<file path="src/design/qsim_pkg.sv">
`default_nettype none

package qsim_pkg;

  // ----------------------------------------------------------------------
  // Sizes
  // ----------------------------------------------------------------------
  localparam int DATA_W  = 64;
  localparam int ELEM_W  = 32;
  localparam int FRAC_W  = 16;
  localparam int DIM     = 4;
  localparam int ADDR_W  = 12;
  localparam int COUNT_W = 8;

  // ----------------------------------------------------------------------
  // Number format
  // ----------------------------------------------------------------------
  // Signed Q16.16
  typedef logic signed [ELEM_W-1:0] elem_t;

  // Element 0 sits in the low bits
  typedef elem_t [DIM-1:0] state_vec_t;

  // ----------------------------------------------------------------------
  // Memory ports
  // ----------------------------------------------------------------------
  typedef struct packed {
    logic [ADDR_W-1:0] addr;
  } mem_rd_req_t;

  typedef struct packed {
    logic              en;
    logic [ADDR_W-1:0] addr;
    logic [DATA_W-1:0] data;
  } mem_wr_t;

endpackage

`default_nettype wire
</file>
<file path="src/design/qsim_top.sv">
`timescale 1ns/1ps
`default_nettype none

module qsim_top import qsim_pkg::*; (
  input  logic              clk,
  input  logic              reset_n,
  input  logic              dut_valid,
  output logic              dut_ready,
  output mem_rd_req_t       in_rd,
  input  logic [DATA_W-1:0] in_rd_data,
  output mem_rd_req_t       gate_rd,
  input  logic [DATA_W-1:0] gate_rd_data,
  output mem_wr_t           out_wr
);

  typedef enum logic [1:0] {
    ST_IDLE,
    ST_LOAD,
    ST_APPLY,
    ST_WRITE
  } phase_t;

  phase_t             phase;
  logic               load_start;
  logic               load_done;
  logic               apply_start;
  logic               apply_done;
  logic               write_start;
  logic               write_done;
  logic [COUNT_W-1:0] gate_count;
  state_vec_t         init_state;
  state_vec_t         final_state;

  // ----------------------------------------------------------------------
  // Phase controller
  // ----------------------------------------------------------------------
  always_ff @(posedge clk) begin
    if (reset_n) begin
      phase       <= ST_IDLE;
      dut_ready   <= 1'b0;
      load_start  <= 1'b0;
      apply_start <= 1'b0;
      write_start <= 1'b0;
    end else begin
      load_start  <= 1'b0;
      apply_start <= 1'b0;
      write_start <= 1'b0;
      case (phase)
        ST_IDLE: begin
          if (dut_valid && dut_ready) begin
            phase      <= ST_LOAD;
            load_start <= 1'b1;
            dut_ready  <= 1'b0;
          end else begin
            dut_ready <= 1'b1;
          end
        end
        ST_LOAD: begin
          if (load_done) begin
            phase       <= ST_APPLY;
            apply_start <= 1'b1;
          end
        end
        ST_APPLY: begin
          if (apply_done) begin
            phase       <= ST_WRITE;
            write_start <= 1'b1;
          end
        end
        ST_WRITE: begin
          // Ready again the edge after the last write
          if (write_done) begin
            phase     <= ST_IDLE;
            dut_ready <= 1'b1;
          end
        end
        default: phase <= ST_IDLE;
      endcase
    end
  end

  qsim_state_loader i_loader (
    .clk        (clk),
    .reset_n    (reset_n),
    .load_start (load_start),
    .in_rd      (in_rd),
    .in_rd_data (in_rd_data),
    .load_done  (load_done),
    .gate_count (gate_count),
    .init_state (init_state)
  );

  qsim_matrix_apply i_apply (
    .clk          (clk),
    .reset_n      (reset_n),
    .apply_start  (apply_start),
    .gate_count   (gate_count),
    .init_state   (init_state),
    .gate_rd      (gate_rd),
    .gate_rd_data (gate_rd_data),
    .apply_done   (apply_done),
    .final_state  (final_state)
  );

  qsim_state_writer i_writer (
    .clk         (clk),
    .reset_n     (reset_n),
    .write_start (write_start),
    .final_state (final_state),
    .out_wr      (out_wr),
    .write_done  (write_done)
  );

endmodule

`default_nettype wire

</file>
<file path="src/design/qsim_state_writer.sv">
`timescale 1ns/1ps
`default_nettype none

module qsim_state_writer import qsim_pkg::*; (
  input  logic       clk,
  input  logic       reset_n,
  input  logic       write_start,
  input  state_vec_t final_state,
  output mem_wr_t    out_wr,
  output logic       write_done
);

  logic       active;
  logic [1:0] idx;
  elem_t      elem;

  assign elem = final_state[idx];

  always_ff @(posedge clk) begin
    if (reset_n) begin
      active     <= 1'b0;
      idx        <= '0;
      write_done <= 1'b0;
      out_wr.en  <= 1'b0;
    end else begin
      out_wr.en   <= active;
      out_wr.addr <= ADDR_W'(idx);
      out_wr.data <= {{(DATA_W-ELEM_W){elem[ELEM_W-1]}}, elem};
      // Done lines up with the final write
      write_done  <= active && (idx == 2'd3);
      if (write_start) begin
        active <= 1'b1;
        idx    <= '0;
      end else if (active) begin
        idx <= idx + 2'd1;
        if (idx == 2'd3) begin
          active <= 1'b0;
        end
      end
    end
  end

endmodule

`default_nettype wire

</file>
<file path="src/design/qsim_matrix_apply.sv">
`timescale 1ns/1ps
`default_nettype none

module qsim_matrix_apply import qsim_pkg::*; (
  input  logic               clk,
  input  logic               reset_n,
  input  logic               apply_start,
  input  logic [COUNT_W-1:0] gate_count,
  input  state_vec_t         init_state,
  output mem_rd_req_t        gate_rd,
  input  logic [DATA_W-1:0]  gate_rd_data,
  output logic               apply_done,
  output state_vec_t         final_state
);

  // Issue side
  logic               active;
  logic               wait_q;
  logic               issue;
  logic               last;
  logic [COUNT_W-1:0] mat;
  logic [1:0]         row;
  logic [1:0]         col;

  // Return side
  logic       rd_vld_q;
  logic [1:0] col_q;
  logic [1:0] row_q;
  logic       last_q;
  logic       row_done_q;
  logic [1:0] row_q2;
  logic       last_q2;
  logic       mat_done;

  state_vec_t      work;
  elem_t [DIM-2:0] next_vec;
  elem_t           gate_elem;
  elem_t           acc;

  // Hold issue while the previous matrix drains into work
  assign issue    = active && !wait_q;
  assign last     = (mat == gate_count - COUNT_W'(1));
  assign mat_done = row_done_q && (row_q2 == 2'd3);

  assign gate_rd.addr = {mat, row, col};
  assign gate_elem    = gate_rd_data[ELEM_W-1:0];
  assign final_state  = work;

  qsim_mac i_mac (
    .clk     (clk),
    .reset_n (reset_n),
    .clear   (col_q == 2'd0),
    .enable  (rd_vld_q),
    .a       (gate_elem),
    .b       (work[col_q]),
    .acc     (acc)
  );

  // ----------------------------------------------------------------------
  // Counters and handshake
  // ----------------------------------------------------------------------
  always_ff @(posedge clk) begin
    if (reset_n) begin
      active     <= 1'b0;
      wait_q     <= 1'b0;
      mat        <= '0;
      row        <= '0;
      col        <= '0;
      rd_vld_q   <= 1'b0;
      row_done_q <= 1'b0;
      apply_done <= 1'b0;
    end else begin
      rd_vld_q   <= issue;
      row_done_q <= rd_vld_q && (col_q == 2'd3);
      // M of 0 finishes right away
      apply_done <= (apply_start && (gate_count == '0)) || (mat_done && last_q2);
      if (apply_start) begin
        active <= (gate_count != '0);
        wait_q <= 1'b0;
        mat    <= '0;
        row    <= '0;
        col    <= '0;
      end else begin
        if (issue) begin
          col <= col + 2'd1;
          if (col == 2'd3) begin
            row <= row + 2'd1;
            if (row == 2'd3) begin
              if (last) begin
                active <= 1'b0;
              end else begin
                wait_q <= 1'b1;
                mat    <= mat + COUNT_W'(1);
              end
            end
          end
        end
        if (mat_done) begin
          wait_q <= 1'b0;
        end
      end
    end
  end

  // ----------------------------------------------------------------------
  // Vector registers
  // ----------------------------------------------------------------------
  always_ff @(posedge clk) begin
    col_q   <= col;
    row_q   <= row;
    last_q  <= last;
    row_q2  <= row_q;
    last_q2 <= last_q;
    if (row_done_q && (row_q2 != 2'd3)) begin
      next_vec[row_q2] <= acc;
    end
    // Row 3 comes straight from the accumulator
    if (apply_start) begin
      work <= init_state;
    end else if (mat_done) begin
      work <= {acc, next_vec};
    end
  end

endmodule

`default_nettype wire

</file>
<file path="src/design/qsim_state_loader.sv">
`timescale 1ns/1ps
`default_nettype none

module qsim_state_loader import qsim_pkg::*; (
  input  logic               clk,
  input  logic               reset_n,
  input  logic               load_start,
  output mem_rd_req_t        in_rd,
  input  logic [DATA_W-1:0]  in_rd_data,
  output logic               load_done,
  output logic [COUNT_W-1:0] gate_count,
  output state_vec_t         init_state
);

  logic       active;
  logic [2:0] addr;
  logic       rd_vld_q;
  logic [2:0] rd_addr_q;
  logic [1:0] elem_idx;

  // Address 0 is M, addresses 1 to DIM are the elements
  assign in_rd.addr = ADDR_W'(addr);
  assign elem_idx   = 2'(rd_addr_q - 3'd1);

  // ----------------------------------------------------------------------
  // Read sequencing
  // ----------------------------------------------------------------------
  always_ff @(posedge clk) begin
    if (reset_n) begin
      active    <= 1'b0;
      addr      <= '0;
      rd_vld_q  <= 1'b0;
      load_done <= 1'b0;
    end else begin
      rd_vld_q  <= active;
      // Last word lands on the same edge
      load_done <= rd_vld_q && (rd_addr_q == 3'(DIM));
      if (load_start) begin
        active <= 1'b1;
        addr   <= '0;
      end else if (active) begin
        addr <= addr + 3'd1;
        if (addr == 3'(DIM)) begin
          active <= 1'b0;
        end
      end
    end
  end

  // ----------------------------------------------------------------------
  // Capture of returning words
  // ----------------------------------------------------------------------
  always_ff @(posedge clk) begin
    rd_addr_q <= addr;
    if (rd_vld_q) begin
      if (rd_addr_q == 3'd0) begin
        gate_count <= in_rd_data[COUNT_W-1:0];
      end else begin
        // Only the real half of the word is kept
        init_state[elem_idx] <= in_rd_data[ELEM_W-1:0];
      end
    end
  end

endmodule

`default_nettype wire

</file>
<file path="src/design/qsim_mac.sv">
`timescale 1ns/1ps
`default_nettype none

module qsim_mac import qsim_pkg::*; (
  input  logic  clk,
  input  logic  reset_n,
  input  logic  clear,
  input  logic  enable,
  input  elem_t a,
  input  elem_t b,
  output elem_t acc
);

  logic signed [2*ELEM_W-1:0] product;
  elem_t                      scaled;

  // Full width product, then back to Q16.16
  assign product = (2*ELEM_W)'(a) * (2*ELEM_W)'(b);
  assign scaled  = elem_t'(product >>> FRAC_W);

  always_ff @(posedge clk) begin
    if (reset_n) begin
      acc <= '0;
    end else if (enable) begin
      // Clear starts the next row with its first product
      if (clear) begin
        acc <= scaled;
      end else begin
        acc <= acc + scaled;
      end
    end
  end

endmodule

`default_nettype wire

</file>
<file path="config.mk">
export PLATFORM = sky130hd
export DESIGN_NAME = qsim_top
export DESIGN_NICKNAME = d
export VERILOG_FILES = /design/src/design/qsim_pkg.sv /design/src/design/qsim_top.sv /design/src/design/qsim_state_writer.sv /design/src/design/qsim_matrix_apply.sv /design/src/design/qsim_state_loader.sv /design/src/design/qsim_mac.sv
export SDC_FILE = /design/constraint.sdc
export NUM_CORES = 2
export LEC_CHECK = 0
export BUFFER_PORTS_ARGS = -buffer_cell sky130_fd_sc_hd__buf_2
export CORE_MARGIN = 2
export CORE_UTILIZATION = 39
export CTS_BUF_LIST = sky130_fd_sc_hd__clkbuf_4
export DETAILED_ROUTE_END_ITERATION = 10
export GPL_TIMING_DRIVEN = 0
export SYNTH_ARGS = -nofsm -noshare
export SYNTH_HDL_FRONTEND = slang
export SYNTH_SLANG_ARGS = --single-unit
</file>
<file path="constraint.sdc">
create_clock -name clk -period 15.95 [get_ports clk]
set_clock_uncertainty 0.15 [all_clocks]
set_input_delay 1.595 -clock clk [delete_from_list [all_inputs] [get_ports clk]]
set_output_delay 1.595 -clock clk [all_outputs]
set_load 0.005 [all_outputs]
</file>
==> run summary <==
Initial core utilization: 39.29%
Number of endpoints with negative hold slack in the final report: 0
Yosys synthesis warning count: 0
Final-stage net count: 5819
Final RePlAce weighted congestion: 0.9649
Worst path top cell family by delay: adder cells
First-pass GRT wire length: 227.5 mm
Number of endpoints failing setup at the final stage: 0
DRT iter0 DRCs: 2756
Vias in the first global route: 34750
Adder-cell share of the synthesized area: 39.93%
Clock transition at the registers of the reported paths: 0.08 ns
Setup Total Neg Slack: 0 ns
Synth-to-Final Area Change: 9.587%
Number of antenna violations at the first check in global routing: 17
Worst reg2reg path depth: 41
Die extent in x: 357.2 um
Count of pins on the block boundary: 233
# Max-Cap Violations: 0
Number of nets with antenna violations after detailed routing: 0
Max Root-Sink Buffers: 3
Number of sinks handled by clock tree synthesis: 471
Floorplan core area: 0.1238 mm^2
R2r setup slk: 1.25 ns
CP max FO: 10
Highest clock frequency the design can meet: 68.05 MHz
Post-synth top flop: sky130_fd_sc_hd__edfxtp_1
Startpoint of the worst hold path: i_apply.last_q$_DFF_P_
Number of buffers and inverters on the critical path: 10
Min Tclk post-route: 14.70 ns
Vias after detailed routing: 32860
Number of levels in the clock H-tree: 3
Synthesized-area fraction occupied by and/or/nand/nor cells: 12.28%
Kind of critical path: reg -> reg
Proportion of synthesized chip area in sequential cells: 27.49%
Critical Path Sink Type: flop
Post-CTS setup buffers: 0
Area of the die: 0.1276 mm^2
Resized Gates After CTS: 0
Proportion of synthesized flip-flops having asynchronous set or reset: 0%
Crit path required time: 16.64 ns
Worst Hold Endpoint: i_apply.last_q2$_DFF_P_
Gr usage total: 24.37%
Total of hold buffers inserted after clock tree synthesis: 0
Most frequent standard cell in the layout excluding fill and tap cells: sky130_fd_sc_hd__fa_1
Crit share post-route: 92.13%
Post-synth design cell area: 0.04864 mm^2
Total congestion overflow after global routing: 0
Min-delay worst type: reg -> reg
Slew at the pin with the worst max-slew slack: 1.336 ns
Delay of the slowest cell on the worst path: 0.75 ns
Post-Synth XOR/XNOR Area: 2.083%
Combinational family with the most area after synthesis: adder cells
Clock latency reported for the late side of the worst-skew pair: 0.92 ns
Result of the run: complete, but fails checks
Final Slew Violations: 0
Number of buffer cells added on primary ports: 147
Share of final-layout standard cells stronger than drive strength 1: 13.20%
Die H: 357.2 um
Clock buffers created by TritonCTS: 110
Clock tree root driver cell: sky130_fd_sc_hd__clkbuf_4
Beginning of the worst register-to-register path: i_apply.col_q[1]$_DFF_P_
Slowest stage cell, crit path: sky130_fd_sc_hd__buf_1
Post-Route Utilization: 43.06%
Tightest hold margin: 0.1734 ns
Post-synth cell types: 72
Commonest non-fill, non-tap cells in the layout: sky130_fd_sc_hd__fa_1 (839), sky130_fd_sc_hd__inv_1 (813), sky130_fd_sc_hd__and2_1 (504)
Cell row count: 129
Clock tree from TritonCTS: yes
Largest net degree at the start of global routing: 53
Synth Area in Compound Gates: 3.298%
Average wire per cell in the routed design: 23.79 um
Total wire length after detailed routing: 151.6 mm
Fraction of synthesized area in multiplexers: 6.091%
Failing checks: DRC
WP data arrival: 15.39 ns
Kind of start point of the critical path: flop
Endpoint of the worst-slack reg-to-reg timing path: i_apply.i_mac.acc[31]$_SDFFE_PP0P_
Synth Register Bits: 471
Critical path's most frequent cell: sky130_fd_sc_hd__fa_1
Syn_area_per_cell: 11.20 um^2
Drt first pass iters: 8
Cell depth of the worst min-delay path: 0
Final HPWL DP: 123.9 mm
Tightest slew margin relative to the limit: 10.94%
DR vias/cell: 5.158
EDFF count, synth: 394
Setup repair after global routing missed its margin: false
DRC violation count after routing: 6
Syn Inst Count: 4344
flip-flops by register name, indices dropped and copies added (netlist names), 2 cells and up:
| name | flops |
|---|---|
| phase | 2 |
| i_apply.i_mac.acc | 32 |
| i_apply.col | 2 |
| i_apply.mat | 8 |
| i_loader.rd_addr_q | 3 |
| i_apply.row_q2 | 2 |
| i_writer.idx | 2 |
| i_apply.row_q | 2 |
| i_writer.out_wr | 35 |
| i_apply.final_state | 128 |
| i_apply.col_q | 2 |
| i_loader.init_state | 128 |
| i_apply.row | 2 |
| i_loader.gate_count | 8 |
| i_apply.next_vec | 96 |
| i_loader.addr | 3 |
cells in the mapped netlist (33+ instances only):
master | count | area share (%)
sky130_fd_sc_hd__inv_1 | 814 | 6.3
sky130_fd_sc_hd__xnor2_1 | 79 | 1.4
sky130_fd_sc_hd__dfxtp_1 | 77 | 3.2
sky130_fd_sc_hd__nand2_1 | 446 | 3.4
sky130_fd_sc_hd__edfxtp_1 | 394 | 24
sky130_fd_sc_hd__nor2_1 | 97 | 0.75
sky130_fd_sc_hd__fa_1 | 839 | 35
sky130_fd_sc_hd__a21oi_1 | 82 | 0.84
sky130_fd_sc_hd__xor2_1 | 33 | 0.59
sky130_fd_sc_hd__o21ai_0 | 47 | 0.48
sky130_fd_sc_hd__mux2_2 | 128 | 3.0
sky130_fd_sc_hd__mux4_2 | 64 | 3.0
sky130_fd_sc_hd__ha_1 | 210 | 5.4
sky130_fd_sc_hd__buf_4 | 52 | 0.80
sky130_fd_sc_hd__and2_1 | 504 | 6.5
sky130_fd_sc_hd__clkbuf_1 | 209 | 1.6
kinds of logic (layout without fill, tap and decap cells):
kind of cell / count (synthesis) / in the layout
AND/OR/NAND/NOR: 1175 / 1175
buffers and inverters: 1087 / 1451
adder cells (fa/ha/maj): 1049 / 1049
flip-flops: 471 / 471
AO/OA/AOI/OAI: 247 / 247
multiplexers: 200 / 200
XOR/XNOR: 114 / 114
other: 1 / 27
layer usage:
metal,track usage (%),share of wire (%)
met1,32.89,41
met2,39.07,46
met3,5.153,8.7
met4,8.429,3.8
met5,0,0.053
stage by stage:
stage	area (um^2)	instances	setup WS (ns)
floorplan	48710	4362	4.605
global placement	51490	6146	1.403
detailed placement	51860	6164	1.375
CTS	53280	6363	1.365
global route	53300	6369	0.8482
finish	53310	6371	1.255
how the worst max path moves through the flow:
stage / from / to / cells after the start
2_1_floorplan: i_apply.col_q[0]$_DFF_P_ / i_apply.i_mac.acc[31]$_SDFFE_PP0P_ / 42
3_3_place_gp: i_apply.col_q[1]$_DFF_P_ / i_apply.i_mac.acc[31]$_SDFFE_PP0P_ / 41
3_5_place_dp: i_apply.col_q[1]$_DFF_P_ / i_apply.i_mac.acc[31]$_SDFFE_PP0P_ / 41
4_1_cts: i_apply.col_q[1]$_DFF_P_ / i_apply.i_mac.acc[31]$_SDFFE_PP0P_ / 41
5_1_grt: i_apply.col_q[1]$_DFF_P_ / i_apply.i_mac.acc[31]$_SDFFE_PP0P_ / 41
6_report: i_apply.col_q[1]$_DFF_P_ / i_apply.i_mac.acc[31]$_SDFFE_PP0P_ / 41
area by class of cell:
type / count / area [um^2]
inverter: 814 / 3055
antenna: 8 / 20.02
timing repair buffer: 165 / 1039
clock buffer: 160 / 1201
sequential: 471 / 13370
buffer: 273 / 1234
multi-input combinational: 2804 / 31110
clock inverter: 39 / 221.5
tap: 1637 / 2048
fill: 11740 / 70490
Power is left out: the tool's default activity adds up to more than one toggle a clock period on the data nets, which glitch-free logic cannot reach.
